File: src/design/host_l2_config.svh
// ~~~~~~~~~~~~~~~~~~~~~~~~~~~~~~~~~~~~~~~~~~~~~~~~~~~~~~~~~~~~~~~~~~~~~~~~~~~
// Host domain L2 configuration
// Bank count, bank depth and access wait states of the L2 memory path
// ~~~~~~~~~~~~~~~~~~~~~~~~~~~~~~~~~~~~~~~~~~~~~~~~~~~~~~~~~~~~~~~~~~~~~~~~~~~

`ifndef HOST_L2_CONFIG_SVH
`define HOST_L2_CONFIG_SVH

// Word-interleaved banks, one 32-bit word wide each
`define L2_NB_BANKS 4

// Words held by each bank
`define L2_BANK_WORDS 64

// Extra cycles before a bank read word is taken
`define L2_WAIT_CYCLES 2

`endif

File: src/design/host_l2_pkg.sv
// ~~~~~~~~~~~~~~~~~~~~~~~~~~~~~~~~~~~~~~~~~~~~~~~~~~~~~~~~~~~~~~~~~~~~~~~~~~~
// Host L2 package
// Data and address types, request structs and sequencer states
// ~~~~~~~~~~~~~~~~~~~~~~~~~~~~~~~~~~~~~~~~~~~~~~~~~~~~~~~~~~~~~~~~~~~~~~~~~~~

`default_nettype none

`include "host_l2_config.svh"

package host_l2_pkg;

  typedef logic [31:0] l2_word_t;
  typedef logic [63:0] l2_dword_t;

  // Host address selects a pair of words
  typedef logic [$clog2(`L2_NB_BANKS * `L2_BANK_WORDS / 2)-1:0] l2_dword_addr_t;
  typedef logic [$clog2(`L2_NB_BANKS * `L2_BANK_WORDS)-1:0]     l2_word_addr_t;

  typedef struct packed {
    l2_dword_addr_t addr;
    logic           we;
    l2_dword_t      wdata;
  } host_req_t;

  // One word access towards the banks
  typedef struct packed {
    l2_word_addr_t addr;
    logic          we;
    l2_word_t      wdata;
  } bank_cmd_t;

  typedef enum logic [1:0] {
    IDLE,
    ISSUE,
    WAIT,
    ACK
  } seq_state_e;

endpackage

`default_nettype wire

File: src/design/l2_access_seq.sv
// ~~~~~~~~~~~~~~~~~~~~~~~~~~~~~~~~~~~~~~~~~~~~~~~~~~~~~~~~~~~~~~~~~~~~~~~~~~~
// L2 access sequencer
// Runs the four-phase host handshake and splits each 64-bit access
// into two 32-bit bank beats, low word first
// ~~~~~~~~~~~~~~~~~~~~~~~~~~~~~~~~~~~~~~~~~~~~~~~~~~~~~~~~~~~~~~~~~~~~~~~~~~~

`timescale 1ns/1ps
`default_nettype none

module l2_access_seq (
  input  wire logic                   clk_i,
  input  wire logic                   reset_i,
  input  wire host_l2_pkg::host_req_t host_req_i,
  input  wire logic                   host_req_valid_i,
  output logic                        host_ack_o,
  output host_l2_pkg::l2_dword_t      host_rdata_o,
  input  wire logic                   beat_i,
  input  wire logic                   wait_done_i,
  output logic                        timer_start_o,
  output host_l2_pkg::bank_cmd_t      bank_cmd_o,
  output logic                        bank_cmd_valid_o,
  input  wire host_l2_pkg::l2_word_t  bank_rdata_i
);

  host_l2_pkg::seq_state_e state_q;
  host_l2_pkg::seq_state_e state_d;
  host_l2_pkg::l2_dword_t  rdata_q;

  always_comb begin
    state_d = state_q;
    case (state_q)
      host_l2_pkg::IDLE: begin
        if (host_req_valid_i) begin
          state_d = host_l2_pkg::ISSUE;
        end
      end
      host_l2_pkg::ISSUE: begin
        state_d = host_l2_pkg::WAIT;
      end
      host_l2_pkg::WAIT: begin
        // Beat 1 done means the whole dword is done
        if (wait_done_i) begin
          state_d = beat_i ? host_l2_pkg::ACK : host_l2_pkg::ISSUE;
        end
      end
      host_l2_pkg::ACK: begin
        if (!host_req_valid_i) begin
          state_d = host_l2_pkg::IDLE;
        end
      end
      default: state_d = host_l2_pkg::IDLE;
    endcase
  end

  always_ff @(posedge clk_i) begin
    if (reset_i) begin
      state_q <= host_l2_pkg::IDLE;
    end else begin
      state_q <= state_d;
    end
  end

  // Capture the read word into its half of the dword
  always_ff @(posedge clk_i) begin
    if (state_q == host_l2_pkg::WAIT && wait_done_i && !host_req_i.we) begin
      if (beat_i) begin
        rdata_q[63:32] <= bank_rdata_i;
      end else begin
        rdata_q[31:0] <= bank_rdata_i;
      end
    end
  end

  // Word address is the dword address with the beat as LSB
  always_comb begin
    bank_cmd_o.addr  = {host_req_i.addr, beat_i};
    bank_cmd_o.we    = host_req_i.we;
    bank_cmd_o.wdata = beat_i ? host_req_i.wdata[63:32] : host_req_i.wdata[31:0];
  end

  assign bank_cmd_valid_o = (state_q == host_l2_pkg::ISSUE);
  assign timer_start_o    = (state_q == host_l2_pkg::ISSUE);
  assign host_ack_o       = (state_q == host_l2_pkg::ACK);
  assign host_rdata_o     = rdata_q;

endmodule

`default_nettype wire

File: config.mk
export PLATFORM = sky130hd
export DESIGN_NAME = l2_access_seq
export DESIGN_NICKNAME = d
export VERILOG_FILES = /design/src/design/host_l2_pkg.sv /design/src/design/l2_access_seq.sv
export VERILOG_INCLUDE_DIRS = /design/src /design/src/design
export SDC_FILE = /design/constraint.sdc
export NUM_CORES = 1
export LEC_CHECK = 0
export BUFFER_PORTS_ARGS = -buffer_cell sky130_fd_sc_hd__buf_2
export CAP_MARGIN = 5
export CORE_MARGIN = 2
export CORE_UTILIZATION = 42
export DETAILED_ROUTE_END_ITERATION = 10
export PLACE_DENSITY = 0.87
export SKIP_CTS_REPAIR_TIMING = 1
export SYNTH_ARGS = -nofsm -noshare
export SYNTH_HDL_FRONTEND = slang
export SYNTH_SLANG_ARGS = --single-unit
File: constraint.sdc
create_clock -name clk_i -period 6.7 [get_ports clk_i]
set_input_delay 1.005 -clock clk_i [delete_from_list [all_inputs] [get_ports clk_i]]
set_output_delay 1.005 -clock clk_i [all_outputs]
set_load 0.03 [all_outputs]
Yosys cells after proc, flatten, opt, wreduce, memory -nomap -nowiden
Cells that the tools add are included.

Divide/modulo/power cells: 0. $lt $le $gt $ge: 0. Equal/unequal tests: 6. Add/sub/neg operators: 0. Multiplexer cells: 6. Bitwise operators: 1. Multiply operators: 0. Shift operators: 0. Reduce and logical (&&, ||, !) cells: 7.

Operators with widths (number): 2-to-1 mux 32 bit (1); 2-to-1 mux 2 bit (4); case mux 2 bit (4 select lines) (1); != test 2 bit (second input constant) (3); equality test 2 bit (second input constant) (2); AND reduction 2 bit (2); AND reduction 3 bit (1); equality test 2 x 1 -> 1 bit (second input constant) (1); logical AND 1 bit (2); zero test 2 bit (1); zero test 1 bit (1); NOT 1 bit (1).

Memories: 0. Bits in latches: 0. Memory bits (writable): 0. Logic and storage cells: 23. Flip-flop bits (word level): 66. Bits of input ports: 109. Bits in read-only memories: 0. Output and inout port bits: 108.

Longest topological paths before layout
Gate-level depths: netlist of run 1.

Depth in word-level cells: 4. Depth in mapped cells: 4.

Least setup slack after synthesis of run 1
Ideal clock, no wire load.

Path kind: input-to-reg. Start: input port beat_i. End: register rdata_q[0], in the netlist host_rdata_o[0], enable pin. Cell stages on the path: 3. Slack: 3.838 ns. Library setup time: 0.406 ns. Data required time: 6.294 ns. Path buffers: 2. Data arrival time: 2.456 ns. Path through: buf_6 > buf_12 > nor4b_4.

Longest elaborated chain between the ends: 2.

RTL lines: start: declaration (line l2_access_seq.sv:17) `input wire logic beat_i,`; NOT 1 bit (no line); AND reduction 2 bit (no line); end signal: assignment (line l2_access_seq.sv:69) `rdata_q[31:0] <= bank_rdata_i;`; end: declaration (line l2_access_seq.sv:27) `host_l2_pkg::l2_dword_t rdata_q;`.

Every way passes these cells. A chain may end at the register's enable or synchronous reset.

==> results of run 1 <==
==> final cells by class <==
class                      instances  area (µm²)  share of cell area [%]
timing repair buffer             204        1030                    26.7
multi-input combinational         43         547                    14.3
inverter                           3        11.3                   0.294
clock inverter                     7        70.1                    1.83
clock buffer                       9         124                    3.23
tap                               77        96.3                    2.51
sequential                        66        1960                    51.1
==> through the flow <==
stage	util (%)	area, µm²	power (µW)
after global routing	61.5	3840	943
after floorplan	-	2670	561
after CTS	61.5	3840	919
after detailed placement	58.4	3640	602
after global placement	58.4	3640	600
final	61.5	3840	909
==> routing by layer <==
layer  global-route usage (%)  vias up
li1                         -      881
met1                     20.2      908
met5                        0        -
met3                     10.6       10
met4                     8.36        0
met2                     33.5      127
==> cell families (layout without fill, tap and decap cells) <==
logic type / after synthesis / after routing
AOI/OAI and AO/OA: 5 / 5
buffers and inverters: 17 / 223
DFF: 66 / 66
muxes: 33 / 33
and+or+nand+nor: 5 / 5
==> placed cells by master, fill, tap and decap left out <==
master and n:
buf_2 202, edfxtp_1 64, mux2_4 27, clkbuf_8 9, mux2_2 5, inv_1 3
clkinv_2 3, nor2_1 2, a21oi_1 2, o21ai_0 2, clkinv_4 2, buf_4 2
dfxtp_1 2, nor2b_1 1, nor4b_4 1, and4b_1 1, mux2i_1 1, a211oi_1 1
clkinvlp_4 1, bufinv_16 1
==> flip-flops by register name, summed over array words and instances, names as in the netlist <==
name / count
host_rdata_o: 64
state_q: 2
==> critical path, cell delays in order <==
cell and delay (ns):
buf_2 0.75, mux2_2 0.42, buf_2 0.17
==> power groups by stage <==
stage / sequential, µW / combinational, µW / clock, µW
3_3_place_gp: 468 / 131 / 0
2_1_floorplan: 475 / 86.3 / 0
3_5_place_dp: 468 / 134 / 0
5_1_grt: 459 / 142 / 342
4_1_cts: 459 / 135 / 325
6_report: 459 / 134 / 315
==> worst paths after layout <==
check	startpoint	to	slack, ns	cells after the start
worst min register to register	state_q[1]$_SDFFE_PP0P_	state_q[0]$_SDFFE_PP0P_	0.52	1
worst max register to register	state_q[1]$_SDFFE_PP0P_	host_rdata_o[22]$_DFFE_PP_	5.10	3
worst min-delay path	state_q[1]$_SDFFE_PP0P_	state_q[0]$_SDFFE_PP0P_	0.52	1
worst max-delay path	beat_i	bank_cmd_o[31]	3.34	3
==> summary.txt, run 1 <==
Critical path
  • Critical path type: input pin to primary output
  • Worst Setup Start Kind: input pin
  • CP max FO: 36
  • Crit. End Element: primary output
  • WP data arrival: 2.36 ns
  • CP Data Required Time: 5.69 ns

Placement
  • Placer Congestion: 0.814
  • Place WS: 3.34 ns
  • HPWL after DPL: approximately 5.4 mm
  • # placed instances: 393
  • I/O Buffers: roughly 200

Cells and area
  • Final non-filler cell total: between 400 and 500
  • Nets: 436
  • Layout cell share with drive strength beyond 1: 76.2%
  • Fillers: 513
  • Area Growth Syn to Fin: 43.9%
  • Antenna diodes: 0

Timing
  • Final Max Slew Viols: 0
  • Worst Clk Skew: 0.00815 ns
  • RSZ-0062 raised after global routing: false
  • Hold Vio Cnt, Final: 0
  • Achievable Freq: around 300 MHz
  • Hold_ws: 0.521 ns
  • Fin worst setup slack: roughly 3.3 ns
  • Final setup fails: 0
  • Rel. slew slack: 32.9%
  • Period utilisation layout: between 50% and 60%
  • Post-route setup TNS: 0 ns
  • Slew of the pin with the lowest slew margin: 1.01 ns
  • Fin crit period: 3.36 ns

Logic synthesis
  • Synthesized Nets: 235
  • FFs w/ async S/R, synth: 0%
  • Top post-synthesis cells by count: edfxtp_1 (64), mux2_4 (27), buf_4 (10)
  • Area contributors post-synth: edfxtp_1 (72%), mux2_4 (15%), buf_4 (2.8%), buf_12 (2.3%), mux2_2 (2.1%)
  • Post-synthesis register bit count: 66
  • Mapped Cells: 126
  • Post-synthesis compound-gate area fraction: 1.03%
  • Top_reg_cell synth: edfxtp_1
  • Leading area contributor after synthesis: edfxtp_1
  • Adder-cell share of the synthesized area: 0%
  • Post-Synth XOR/XNOR Area: 0%
  • Simple-Gate Fraction of Synth Area: 1.78%
  • Most common cell in the netlist: edfxtp_1
  • Post-synth EDFFs: 64
  • Share of the yosys chip area belonging to registers: 73.6%
  • Multiplexer share of the synthesized area: 17.7%
  • Largest family of logic cells by synthesized area: multiplexers
  • Netlist Area Pre-Place: 0.00267 mm²
  • Ys Warns: 0
  • Share of the synthesized area in the top cell type: 72.1%
  • Post-synthesis cell type count: 16
  • Syn avg cell area: 21.2 µm²

Floorplan
  • Core box area: 0.00624 mm²
  • Height of the die: roughly 84 µm
  • Top-level I/O count: 217
  • Effective utilization at floorplan: a little over two fifths
  • Die ar.: 0.00700 mm²
  • Die width: about 84 µm
  • Row count: 29

Pwr
  • Cell Pwr Density: 237 mW/mm²
  • Clock Power Share: 34.7%
  • Peak VDD IR: 0.000121 V
  • Flop pwr share: 50.6%
  • Comb pwr share: 14.8%
  • Leakage power: 0.00178 µW
  • Internal: between 600 and 700 µW
  • Sw Ratio: 24.5%
  • Psw: ~220 µW

Detailed routing
  • DR WL met3: slightly above 800 µm
  • Highest metal used: met4
  • WL final: between 6 and 7 mm
  • Routed wl met2: 3.57 mm
  • DR WL/cell: 17.0 µm
  • Via-per-instance ratio: 4.71
  • DRC: 0
  • First DRT Iteration DRCs: 67
  • DR vias: 1926
  • M1 wire length: 2.42 mm
  • Drt first pass iters: 4
  • Final ANT Viol Nets: 0

Clock network
  • Clk_lat worst skew: 0.33 ns
  • CTS sink count: 66
  • # H-tree levels: 3
  • Root Driver: clkbuf_8
  • Max Root-Sink Buffers: 2
  • CTS tree: built
  • Clock transition at path regs: 0.07 ns
  • CTS Buf Count: 9

Job
  • # Max-Cap Violations: 0

GRT
  • Total gr overflow: 0
  • Initial antenna violation count: 0
  • First-pass GRT wire length: a little over 10 mm
  • Vias in the first global route: roughly 2.0k
  • GRT Total Usage: 19.7%
  • Maximum number of pins on one net before global-route repair: 37

Hold path
  • Worst hold path class: flip-flop to flip-flop

Status
  • Status: complete, no violations
Note: power is estimated with default switching activity, not from simulation.
==> inputs of run 2 (changes only) <==
CORE_UTILIZATION = 39   (was 42)
PLACE_DENSITY = 0.81   (was 0.87)
clock period = 3.1 ns   (was 6.7 ns; I/O delays follow)
==> summary.txt, run 2 (synthesized netlist as in run 1, its figures left out) <==
Clock network
  • CTS sink count: 66
  • Clock transition at path regs: around 0.060 ns
  • Max Root-Sink Buffers: 2
  • CTS Buf Count: 9
  • CTS tree: built
  • Root Driver: clkbuf_8
  • Clk_lat worst skew: 0.32 ns
  • # H-tree levels: 3

Detailed routing
  • Via-per-instance ratio: roughly 4.6
  • First DRT Iteration DRCs: 59
  • WL final: 6.63 mm
  • Final ANT Viol Nets: 0
  • Drt first pass iters: 4
  • DRC: 0
  • DR vias: 1900
  • DR WL/cell: 16.0 µm

Cells and area
  • Multi-input logic area: 547 µm²
  • Nets: between 400 and 500
  • Max reg flops: 64
  • Fillers: 516
  • Most frequent cells in the layout: buf_2 (202), edfxtp_1 (64), mux2_4 (27)
  • Antenna diodes: 0
  • Area Growth Syn to Fin: 45.2%
  • Register Area: 0.00196 mm²
  • Layout cell share with drive strength beyond 1: roughly three quarters
  • Most common cell after layout, fill and taps aside: buf_2

Hold path
  • Worst hold path class: input pin to flip-flop

Timing
  • RSZ-0062 raised after global routing: false
  • Worst Clk Skew: 0.00562 ns
  • Rel. slew slack: 32.6%
  • Achievable Freq: 439 MHz
  • Fin crit period: 2.28 ns
  • Post-route setup TNS: 0 ns
  • Period utilisation layout: 73.5%
  • Slew of the pin with the lowest slew margin: between 1 and 1.5 ns
  • Hold Vio Cnt, Final: 0
  • Final Max Slew Viols: 0
  • Final setup fails: 0

GRT
  • Total gr overflow: 0
  • GRT Total Usage: 17.2%
  • Vias in the first global route: 1979
  • Maximum number of pins on one net before global-route repair: 37
  • First-pass GRT wire length: around 9.5 mm
  • Initial antenna violation count: 0

Floorplan
  • Die width: 86.7 µm
  • Height of the die: just under 90 µm
  • Effective utilization at floorplan: 39.7%
  • Core box area: 0.00672 mm²
  • Die ar.: around 0.0075 mm²
  • Row count: 30
  • Top-level I/O count: 217

Critical path
  • CP max FO: 36
  • CP Data Required Time: 2.63 ns
  • Critical path type: input pin to primary output
  • Worst R2R Setup Slack: 1.60 ns
  • Crit. End Element: primary output
  • WP data arrival: 1.81 ns
  • Worst Setup Start Kind: input pin

Pwr
  • Tot Pwr: 2030 µW
  • Cell Pwr Density: between 500 and 600 mW/mm²
  • Peak VDD IR: 0.000235 V
  • Leakage power: 0.00180 µW

Placement
  • HPWL after DPL: 5.28 mm
  • I/O Buffers: 202
  • Placer Congestion: around 0.79

Status
  • Status: complete, no violations

Job
  • # Max-Cap Violations: 0
==> run 2: cell count changes in the layout (fill, tap and decap cells not counted), sizes merged <==
cell | previous run | this run
buf | 204 | 206
clkbuf | 9 | 11
clkinv | 5 | 3
bufinv | 1 | 2
clkinvlp | 1 | 0
==> run 2: stage by stage <==
stage / cell area (µm²) / hold WS [ns] / util [%] / instances / worst slack, ns
floorplan: 2670 / 0.470 / - / 126 / 0.778
global placement: 3660 / 0.485 / 54.5 / 398 / 0.856
detailed placement: 3660 / 0.503 / 54.5 / 398 / 0.818
CTS: 3870 / 0.285 / 57.6 / 414 / 0.821
global route: 3870 / 0.289 / 57.6 / 414 / 0.750
finish: 3870 / 0.309 / 57.6 / 414 / 0.821
==> run 2: path summary, 6_finish.rpt <==
path                                                   end  cells past startpoint                     from
worst max-delay path                         bank_cmd_o[0]                      3                   beat_i
worst min-delay path               state_q[1]$_SDFFE_PP0P_                      2                  reset_i
worst max register to register  host_rdata_o[30]$_DFFE_PP_                      3  state_q[1]$_SDFFE_PP0P_
worst min register to register     state_q[0]$_SDFFE_PP0P_                      1  state_q[1]$_SDFFE_PP0P_
==> run 2: per-layer routing <==
layer,global-route usage (%),wire length (µm)
met5,0,0
met4,7.53,168
met3,9.33,690
met2,28.3,3310
met1,18.2,2470
==> run 2: cell type report <==
| cell class | count | share of cell area, % |
|---|---|---|
| Inverter | 3 | 0.291 |
| Timing Repair Buffer | 206 | 26.9 |
| Tap cell | 80 | 2.59 |
| Sequential cell | 66 | 50.7 |
| Clock inverter | 5 | 2.04 |
| Multi-Input combinational cell | 43 | 14.1 |
| Clock buffer | 11 | 3.39 |
==> run 2: power breakdown <==
group          switching (µW)  internal [µW]  total [µW]  leakage [µW]
clock network             299            452         751      0.000107
logic                     163            126         289       0.00110
registers                4.19            989         993      0.000593
total                     466           1570        2030       0.00180
==> run 2: worst max-delay path, cell delays in order <==
cell,delay [ns]
buf_2,0.75
mux2_2,0.41
buf_2,0.17
