--- src/design/host_l2_config.svh ---
// ~~~~~~~~~~~~~~~~~~~~~~~~~~~~~~~~~~~~~~~~~~~~~~~~~~~~~~~~~~~~~~~~~~~~~~~~~~~
// Host domain L2 configuration
// Bank count, bank depth and access wait states of the L2 memory path
// ~~~~~~~~~~~~~~~~~~~~~~~~~~~~~~~~~~~~~~~~~~~~~~~~~~~~~~~~~~~~~~~~~~~~~~~~~~~

`ifndef HOST_L2_CONFIG_SVH
`define HOST_L2_CONFIG_SVH

// Word-interleaved banks, one 32-bit word wide each
`define L2_NB_BANKS 4

// Words held by each bank
`define L2_BANK_WORDS 64

// Extra cycles before a bank read word is taken
`define L2_WAIT_CYCLES 2

`endif

--- src/design/l2_beat_timer.sv ---
// ~~~~~~~~~~~~~~~~~~~~~~~~~~~~~~~~~~~~~~~~~~~~~~~~~~~~~~~~~~~~~~~~~~~~~~~~~~~
// L2 beat and wait-state timer
// Times the bank wait states of a beat and tracks the current beat
// ~~~~~~~~~~~~~~~~~~~~~~~~~~~~~~~~~~~~~~~~~~~~~~~~~~~~~~~~~~~~~~~~~~~~~~~~~~~

`timescale 1ns/1ps
`default_nettype none

`include "host_l2_config.svh"

module l2_beat_timer (
  input  wire logic clk_i,
  input  wire logic reset_i,
  input  wire logic start_i,
  output logic      beat_o,
  output logic      wait_done_o
);

  localparam int unsigned CNT_W = $clog2(`L2_WAIT_CYCLES + 1);

  logic [CNT_W-1:0] cnt_q;
  logic             beat_q;

  // Down-counter that rests at zero when idle
  always_ff @(posedge clk_i) begin
    if (reset_i) begin
      cnt_q <= '0;
    end else if (start_i) begin
      cnt_q <= CNT_W'(`L2_WAIT_CYCLES);
    end else if (cnt_q != '0) begin
      cnt_q <= cnt_q - CNT_W'(1);
    end
  end

  // Last wait cycle before the counter reaches zero
  assign wait_done_o = (cnt_q == CNT_W'(1));

  // Toggles twice per access and ends at 0
  always_ff @(posedge clk_i) begin
    if (reset_i) begin
      beat_q <= 1'b0;
    end else if (wait_done_o) begin
      beat_q <= ~beat_q;
    end
  end

  assign beat_o = beat_q;

endmodule

`default_nettype wire

--- config.mk ---
export PLATFORM = sky130hd
export DESIGN_NAME = l2_beat_timer
export DESIGN_NICKNAME = d
export VERILOG_FILES = /design/src/design/l2_beat_timer.sv
export VERILOG_INCLUDE_DIRS = /design/src /design/src/design
export SDC_FILE = /design/constraint.sdc
export NUM_CORES = 1
export LEC_CHECK = 0
export BUFFER_PORTS_ARGS = -buffer_cell sky130_fd_sc_hd__buf_2
export CAP_MARGIN = 20
export CORE_AREA = 4 4 41 43
export DETAILED_ROUTE_END_ITERATION = 7
export DIE_AREA = 0 0 45 47
export GPL_ROUTABILITY_DRIVEN = 0
export REMOVE_ABC_BUFFERS = 1
export SLEW_MARGIN = 20
export SYNTH_ARGS = -nofsm -noshare
export SYNTH_HDL_FRONTEND = slang
export SYNTH_SLANG_ARGS = --single-unit
export TNS_END_PERCENT = 1
--- constraint.sdc ---
create_clock -name clk_i -period 1.41 [get_ports clk_i]
set_clock_uncertainty 0.2 [all_clocks]
set_input_delay 0.282 -clock clk_i [delete_from_list [all_inputs] [get_ports clk_i]]
set_output_delay 0.282 -clock clk_i [all_outputs]
set_load 0.02 [all_outputs]
Word level (Yosys, flattened, before mapping):

Cells that the tools add are included.

* bits in registers: 3
* bits of input ports: 3
* output and inout port bits: 2
* word-level logic and storage cells: 11

* add/subtract/negate cells: 1
* equal/unequal tests: 1
* multiplexer cells: 2
* bitwise gates (word level): 1
* reduce and logical (&&, ||, !) cells: 3

Operators with widths (count)
* $mux W2: 2
* $reduce_bool A2 Y1: 2
* $eq A2 B1 Y1 const B: 1
* $reduce_or A2 Y1: 1
* $sub A2 B1 Y2 const B: 1
* $not A1 Y1: 1

Depth between registers and ports, before layout:

Gate-level depths: netlist of the first run.

* depth in word-level cells: 3
* gate-level depth with buffers: 2

Worst setup path before layout of the first run:

Ideal clock, no wire load.

* kind: register -> register
* start: register cnt_q[0]
* end: register beat_q (netlist: beat_o)
* data arrival time: 0.852 ns
* required time: 1.089 ns
* setup slack: 0.237 ns
* stages on the path, launching flop included: 3
* path buffers: 0
* period minus slack after synthesis: 1.173 ns
* path through: dfxtp_1 -> nor2b_4 -> mux2_4

* cells in the longest elaborated chain, start to end: 1

RTL lines
* start, declared: line l2_beat_timer.sv:21 `logic [CNT_W-1:0] cnt_q;`
* start signal, assigned: line l2_beat_timer.sv:29 `` cnt_q <= CNT_W'(`L2_WAIT_CYCLES); ``
* start signal, assigned: line l2_beat_timer.sv:31 `cnt_q <= cnt_q - CNT_W'(1);`
* $eq A2 B1 Y1: line l2_beat_timer.sv:36 `assign wait_done_o = (cnt_q == CNT_W'(1));`
* named net wait_done_o: line l2_beat_timer.sv:16 `output logic wait_done_o`
* end signal, assigned: line l2_beat_timer.sv:43 `beat_q <= ~beat_q;`
* end, declared: line l2_beat_timer.sv:22 `logic beat_q;`

The timed path passes the listed nets, and every way through them passes these cells.
A chain may end at the register's enable or synchronous reset.

Worst setup path in the final report of the first run:

* start: register cnt_q[0]
* end: output wait_done_o

* cells in the longest elaborated chain, start to end: 1

RTL lines (line)
* $eq A2 B1 Y1: l2_beat_timer.sv:36
* end, declared: l2_beat_timer.sv:16

No other way between the ends.

==> results.toml, run 1 <==
[grt]
grt_pass1_wl_um = 420
first_global_vias = 100
grtUsageTotal_pct = 3.71
gr-total-overflow = 0
antenna_found_initial = 0
grt_max_degree = 5

[floorplan]
fp.dieW_um = 45
initial_core_util_pct = 8.94
coreArea_mm2 = 0.00130
rows = 13
die_area_mm2 = 0.00212
die_h_um = 47
io_pins = 5

[timing]
setup_tns_ns = 0
slew_viol_final = 0
tightest_slew_ns = 0.230
hold_viol = 0
min_period_ns = 1.33
grt_setup_unrepaired = "false"
setup_viol = 0
fmax_mhz = 753
post-route-period-util_pct = 94.2
maxSlewHeadroom_pct = 84.4

[worst_setup_path]
crit_type = "register to output port"
worstReg2RegEnd = "beat_o"
crit_arrival_ns = 0.85
r2r_cells = 2
regToRegStartpoint = "cnt_q[0]"
worst-endpoint-required_ns = 0.93
reg2reg_slack_ns = 0.30
cp-end-kind = "output port"
crit_fanout = 3
startpoint_type = "register"
critPathLaunch = "cnt_q[0]"
endpoint = "wait_done_o"

[yosys]
synth_area_leaders = "dfxtp_1 (52%), mux2_4 (13%), nor2b_4 (12%)"
netlist_instances = 10
yosysTopAreaCell = "dfxtp_1"
synth_top_area_share_pct = 51.6
syn_area_per_cell_um2 = 11.6
yosysWarnings = 0
synth_cell_type_count = 7
netlist_area_um2 = 116
seq_area_frac_synth_pct = 51.6
synth-seq-cells = 3

[cells_and_area]
design_area_um2 = 189
seq_area_um2 = 61.3
multi_input_area_um2 = 56.3
n_antenna_cell = 0
drive_above_1_share_pct = 55.6
fillCellCount = 159
final_nets = 22
areaGrowthSynthToFinish_pct = 62.4

[route]
dr_total_vias = 95
drt_iter0_markers = 0
drt_wl_total_um = 244
viasPerCell = 2.88
drt-pass1-iter-count = 1
drtAntennaViolNets = 0
wl_per_cell_um = 7.39
drc = 0

[power]
p_int_w = 0.000203
p_sw_w = 0.0000551
p_total_w = 0.000258
p_seq_share_pct = 35.5
swShare_pct = 21.3
p_clk_share_pct = 58.6
ir_drop_v = 0.000262
p_per_area_mw_per_mm2 = 1370
power_frac_comb_pct = 5.9
leakagePower_nw = 0.0789

[hold_path]
hp-class = "input pin to register"

[run_status]
status = "finished clean"

[flow_run]
maxCapViolCount = 0

[place]
io_buffer_count = 4
placed_area_um2 = 155

[clock_network]
cts.sinks = 3
cts_tree = "yes"
clockBufferDepth = 2
holdBufCountCts = 0
cts.reportedPaths.clkPinSlew_ns = 0.04
worstSkewPairLatency_ns = 0.23
htreeDepth = 1
cts-root-buf = "clkbuf_4"
numCtsBuffers = 3
power groups by stage:
stage | registers [W] | clock network (W) | logic [W]
after floorplan | 0.0000936 | 0 | 0.00000713
after global placement | 0.0000926 | 0 | 0.0000143
after detailed placement | 0.0000928 | 0 | 0.0000146
after CTS | 0.0000915 | 0.000159 | 0.0000146
after global routing | 0.0000921 | 0.000166 | 0.0000171
final | 0.0000917 | 0.000151 | 0.0000153
cell families (layout without fill, tap and decap cells):
| kind of cell | count (synthesis) | count (layout) | synth area share [%] |
|---|---|---|---|
| AO/OA/AOI/OAI | 1 | 1 | 4.30 |
| buffers and inverters | 0 | 8 | 0 |
| flip-flops | 3 | 3 | 51.6 |
| multiplexers | 1 | 1 | 12.9 |
| AND/OR/NAND/NOR | 5 | 5 | 31.2 |
through the flow:
step / hold WS (ns) / util (%) / cells / setup slack [ns]
finish: 0.0207 / 14.5 / 33 / 0.0813
global route: 0.0165 / 14.5 / 33 / 0.0367
floorplan: 0.154 / - / 10 / 0.237
detailed placement: 0.244 / 11.9 / 29 / 0.273
CTS: 0.0234 / 13.9 / 33 / 0.0130
global placement: 0.229 / 11.9 / 29 / 0.280
synth_stat cells (all sizes together):
cell type / instances
a21oi: 1
dfxtp: 3
mux2: 1
nor2: 2
nor2b: 2
nor4b: 1
worst max-delay path: stages (launching register included):
cell and delay, ns:
dfxtp_2 0.33, nor2b_4 0.16, buf_6 0.13
cells in the final DEF (no fill, tap or decap):
cell type	netlist	routed
clkbuf_4	0	3
buf_2	0	3
nor2_1	2	2
dfxtp_1	3	2
nor2b_4	1	1
a21oi_1	1	1
nor2b_1	1	1
mux2_4	1	1
nor4b_1	1	1
clkbuf_1	0	1
dfxtp_2	0	1
buf_6	0	1
repair_timing:
item | 4_1_cts | 5_1_grt
setup buffers | 0 | 0
resized for setup | 0 | 3
setup endpoints to repair | 0 | 1
flip-flops by register name, summed over array words and instances (netlist names):
| signal | flops |
|---|---|
| cnt_q | 2 |
| beat_o | 1 |
worst min-delay path by stage:
stage	endpoint	depth (start not counted)	slack, ns	from
finish	cnt_q[0]	2	0.02	start_i
global route	cnt_q[0]	2	0.02	start_i
CTS	cnt_q[0]	2	0.02	start_i
detailed placement	cnt_q[0]	1	0.24	cnt_q[0]
global placement	cnt_q[0]	1	0.23	cnt_q[0]
floorplan	cnt_q[1]	1	0.15	reset_i
metal layers:
layer	wire length, µm	up-vias	track usage, %
li1	-	49	-
met1	106	40	3.17
met4	0	0	3.51
met2	90	6	3.39
met5	0	-	0
met3	47	0	5.75
final cells by class:
class                           instances  area share [%]
Tap cell                               15            9.93
Sequential cell                         3            32.5
Multi-Input combinational cell          7            29.8
Timing Repair Buffer                    4            13.9
Clock buffer                            4            13.9
Note: power is estimated with default switching activity, not from simulation.
==> run 2, diff against run 1 <==
==> constraint.sdc (replaced) <==
create_clock -name clk_i -period 1.41 [get_ports clk_i]
set_clock_uncertainty 0.2 [all_clocks]
set_input_delay 0.2115 -clock clk_i [delete_from_list [all_inputs] [get_ports clk_i]]
set_output_delay 0.2115 -clock clk_i [all_outputs]
set_load 0.02 [all_outputs]
==> run 2 against run 1 <==
Final cell count is 6.1% higher. Die area stayed put. Power is 1.2% higher. Worst setup slack better by 0.015 ns. Maximum frequency is 1.1% higher. Final area is 6.6% higher. Clock-buffer cell count stayed put. Critical path depth stayed put. Critical endpoint unchanged.
==> results.toml, run 2 (synthesized netlist as in run 1, its figures left out) <==
[run_status]
status = "finished clean"

[flow_run]
maxCapViolCount = 0

[timing]
tightest_slew_ns = 0.230
setup_tns_ns = 0
min_period_ns = 1.31
grt_setup_unrepaired = "false"
maxSlewHeadroom_pct = 84.4
hold_viol = 0
slew_viol_final = 0
setup_viol = 0
layout_setup_ws_ns = 0.0961
fmax_mhz = 761
post-route-period-util_pct = 93.2

[cells_and_area]
mostFrequentLayoutCell = "buf_2"
drive_above_1_share_pct = 45.0
layout.cells.non_filler = 35
largest_register_ffs = 2
final_nets = 24
postLayoutCoreUtil_pct = 15.5
areaGrowthSynthToFinish_pct = 73.1
top_register = "cnt_q"
n_antenna_cell = 0
layout_common_cells = "buf_2 (4), dfxtp_1 (3), clkbuf_4 (3), nor2_1 (2), dlygate4sd3_1 (2)"

[grt]
met2_usage_pct = 3.95
antenna_found_initial = 0
first_global_vias = 116
grt_busiest_layer = "met3"
met3_usage_pct = 5.75
grt_pass1_wl_um = 469
gr-total-overflow = 0
grt_max_degree = 5
grtUsageTotal_pct = 3.95
grt_use_met1_pct = 3.40

[power]
ir_drop_v = 0.000261
p_total_w = 0.000262
leakagePower_nw = 0.0861
p_per_area_mw_per_mm2 = 1300

[clock_network]
cts_resized = 0
cts_setup_buffers = 0
cts_tree = "yes"
numCtsBuffers = 3
cts.reportedPaths.clkPinSlew_ns = 0.04
htreeDepth = 1
cts.sinks = 3
clockBufferDepth = 2
cts-root-buf = "clkbuf_4"
worstSkewPairLatency_ns = 0.23

[hold_path]
hold_path_end = "cnt_q[0]"
min_from = "cnt_q[0]"
hp-class = "register to register"
hold_path_depth = 1

[worst_setup_path]
startpoint_type = "register"
crit_arrival_ns = 0.90
regToRegStartpoint = "cnt_q[0]"
crit_chain = "nor2b_4, buf_2"
reg2reg_slack_ns = 0.29
critPathTopFamily = "flip-flops"
worstReg2RegEnd = "beat_o"
slowest_delay_ns = 0.34
worst-path-buf-inv = 1
crit_fanout = 3
r2r_cells = 2
critPathSlowestCell = "dfxtp_1"
crit_type = "register to output port"
cp-end-kind = "output port"
worst-endpoint-required_ns = 1.00

[route]
drtAntennaViolNets = 0
wl_per_cell_um = 7.11
drt-pass1-iter-count = 1
drt_wl_total_um = 249
dr_total_vias = 102
drt_iter0_markers = 0
viasPerCell = 2.91
drc = 0

[floorplan]
fp.dieW_um = 45
die_area_mm2 = 0.00212
die_h_um = 47
coreArea_mm2 = 0.00130
rows = 13
io_pins = 5
initial_core_util_pct = 8.94

[place]
dpl.cell_count = 29
pre_cts_ws_ns = 0.299
io_buffer_count = 4
==> run 2: metal layers <==
layer | vias to the layer above | wire (µm) | share of wire [%]
li1 | 53 | - | -
met2 | 6 | 91 | 37
met1 | 43 | 110 | 44
met3 | 0 | 47 | 19
met4 | 0 | 0 | 0
met5 | - | 0 | 0
==> run 2: timing repair <==
item | 4_1_cts | 5_1_grt
endpoints found under the setup margin | 0 | 0
hold endpoints to repair | 2 | 0
hold buffers | 2 | 0
==> run 2: power by group <==
group	total, W	leakage, nW	internal, W	switching (W)
clock network	0.000151	0.0150	0.000106	0.0000453
logic	0.0000186	0.0465	0.0000111	0.00000747
registers	0.0000915	0.0246	0.0000887	0.00000285
==> run 2: final cells by class <==
class                      instances  area (µm²)
sequential                         3        60.1
timing repair buffer               6        40.0
tap                               15        18.8
clock buffer                       4        26.3
multi-input combinational          7        56.3
fill                             160        1100
==> run 2: how the worst max path moves through the flow <==
| stage | from | end | cells past startpoint |
|---|---|---|---|
| 2_1_floorplan | cnt_q[0] | beat_o | 2 |
| 4_1_cts | cnt_q[0] | wait_done_o | 2 |
| 3_5_place_dp | cnt_q[0] | beat_o | 2 |
| 3_3_place_gp | cnt_q[0] | beat_o | 2 |
| 6_report | cnt_q[0] | wait_done_o | 2 |
| 5_1_grt | cnt_q[0] | wait_done_o | 2 |
==> run 2: through the flow <==
stage / hold slack, ns / area [µm²]
2_1_floorplan: 0.0839 / 116
3_3_place_gp: 0.199 / 155
3_5_place_dp: 0.201 / 155
4_1_cts: 0.255 / 201
5_1_grt: 0.273 / 201
6_report: 0.251 / 201
==> run 3, diff against run 2 <==
--- a/config.mk
+++ b/config.mk
@@ -6,11 +6,13 @@
 export SDC_FILE = /design/constraint.sdc
 export NUM_CORES = 1
 export LEC_CHECK = 0
+export ABC_AREA = 1
 export BUFFER_PORTS_ARGS = -buffer_cell sky130_fd_sc_hd__buf_2
 export CAP_MARGIN = 20
-export CORE_AREA = 4 4 41 43
+export CORE_AREA = 2 2 39 41
+export CTS_BUF_LIST = sky130_fd_sc_hd__clkbuf_8
 export DETAILED_ROUTE_END_ITERATION = 7
-export DIE_AREA = 0 0 45 47
+export DIE_AREA = 0 0 41 43
 export GPL_ROUTABILITY_DRIVEN = 0
 export REMOVE_ABC_BUFFERS = 1
 export SLEW_MARGIN = 20
==> run 3 against run 2 <==
Synthesized cell count increased by 50%. Largest cell class unchanged. Utilization increased by 0.43 points. First-iteration DRC count increased by 1. Power increased by 33%. Critical path type unchanged. Critical endpoint unchanged. Global-route usage decreased by 0.44 points. Final area increased by 9.3%. Clock power increased by 58%.
==> results.toml, run 3 <==
[run_status]
status = "finished clean"

[cells_and_area]
design_area_um2 = 220
top_register = "cnt_q"
n_antenna_cell = 0
largest_register_ffs = 2
seq_area_um2 = 60.1
multi_input_area_um2 = 43.8
mostFrequentLayoutCell = "buf_2"
layout_common_cells = "buf_2 (4), inv_1 (3), nor2_1 (3), dfxtp_1 (3), clkbuf_8 (3)"
areaGrowthSynthToFinish_pct = 91.3
fillCellCount = 158
final_nets = 29
layout.cells.non_filler = 41
drive_above_1_share_pct = 36.0

[floorplan]
die_area_mm2 = 0.00176
initial_core_util_pct = 8.32
fp.dieW_um = 41
io_pins = 5
coreArea_mm2 = 0.00138
rows = 14
die_h_um = 43

[clock_network]
numCtsBuffers = 3
worstSkewPairLatency_ns = 0.21
clockBufferDepth = 2
cts_setup_buffers = 0
cts-root-buf = "clkbuf_8"
cts_tree = "yes"
holdBufCountCts = 2
cts.sinks = 3
cts.reportedPaths.clkPinSlew_ns = 0.03
cts_resized = 0
htreeDepth = 1

[route]
drt-pass1-iter-count = 2
drt_iter0_markers = 1
drc = 0
viasPerCell = 2.85
dr_total_vias = 117
drtAntennaViolNets = 0
drt_wl_total_um = 224
wl_per_cell_um = 5.46

[yosys]
netlist_instances = 15
synth_area_leaders = "dfxtp_1 (52%), nor2_1 (9.8%), a21oi_1 (8.7%)"
synth_commonest_cells = "dfxtp_1 (3), nor2_1 (3), a21oi_1 (2), inv_1 (2), nand2_1 (2)"
yosysTopAreaCell = "dfxtp_1"
synth-seq-cells = 3
syn_area_per_cell_um2 = 7.67
synthArstFlopShare_pct = 0
synth-edff-count = 0
seq_area_frac_synth_pct = 52.2
synth_top_area_share_pct = 52.2
synth_top_flop_cell = "dfxtp_1"
yosysWarnings = 0
netlist_area_um2 = 115
synth_cell_type_count = 8

[timing]
fmax_mhz = 771
post-route-period-util_pct = 92.0
maxSlewHeadroom_pct = 90.1
tightest_slew_ns = 0.147
setup_viol = 0
hold_viol = 0
min_period_ns = 1.30
setup_tns_ns = 0
grt_setup_unrepaired = "false"
slew_viol_final = 0

[worst_setup_path]
crit_type = "register to output port"
cp-end-kind = "output port"
critPathSlowestCell = "dfxtp_1"
worst-path-buf-inv = 2
worst-endpoint-required_ns = 1.00
crit_chain = "inv_1, nor2_1, buf_2"
slowest_delay_ns = 0.37
startpoint_type = "register"
crit_arrival_ns = 0.89
critPathTopFamily = "flip-flops"
crit_fanout = 4

[place]
placed_area_um2 = 155
io_buffer_count = 4
dpl.cell_count = 35
dp_hpwl_um = 152

[grt]
grtUsageTotal_pct = 3.51
met3_usage_pct = 3.14
grt_max_degree = 5
met2_usage_pct = 3.75
grt_busiest_layer = "met4"
grt_pass1_wl_um = 310
gr-total-overflow = 0
grt_use_met1_pct = 1.60
first_global_vias = 109
antenna_found_initial = 0

[power]
p_per_area_mw_per_mm2 = 1580
leakagePower_nw = 0.103
ir_drop_v = 0.000151

[hold_path]
hp-class = "register to register"

[flow_run]
maxCapViolCount = 0
-- run 3: power by group --
group | switching, W | internal [W]
Clock | 0.0000534 | 0.000185
Sequential | 0.00000325 | 0.0000889
Combinational | 0.00000855 | 0.00000977
Total | 0.0000652 | 0.000284
-- run 3: worst paths after layout --
path,start,cells past startpoint,to,slack [ns]
worst min-delay path,cnt_q[1],2,cnt_q[0],0.28
worst max register to register,cnt_q[1],3,beat_o,0.50
worst max-delay path,cnt_q[0],3,wait_done_o,0.11
worst min register to register,cnt_q[1],2,cnt_q[0],0.28
-- run 3: metrics by stage --
step,hold slack (ns),power [W],setup slack (ns),utilization [%]
finish,0.282,0.000349,0.112,15.9
floorplan,0.0839,0.000101,0.301,-
detailed placement,0.199,0.000108,0.330,11.2
global route,0.305,0.000370,0.0526,15.9
CTS,0.290,0.000357,0.101,15.9
global placement,0.202,0.000108,0.346,11.2
-- run 3: area by class of cell --
type | count | share of cell area [%]
multi-input cells | 9 | 19.9
clock buffers | 3 | 18.8
repair buffers | 6 | 18.2
well taps | 16 | 9.09
clock inverters | 1 | 1.70
flip-flops and latches | 3 | 27.3
inverters | 3 | 5.11
-- run 3: cell families after synthesis --
group | share of synthesized area, %
and+or+nand+nor | 29.3
DFF | 52.2
AOI/OAI and AO/OA | 8.70
buffers and inverters | 9.78
-- run 3: layer usage --
metal  routed length, µm  vias up
met5                   0        -
met4                   0        0
met3                  11        0
met2                 113        4
met1                  99       48
li1                    -       65
-- run 3: worst min-delay path, cell delays in order, from the launching register on --
cell,delay (ns)
dfxtp_1,0.33
nand2_1,0.07
nor3_1,0.04
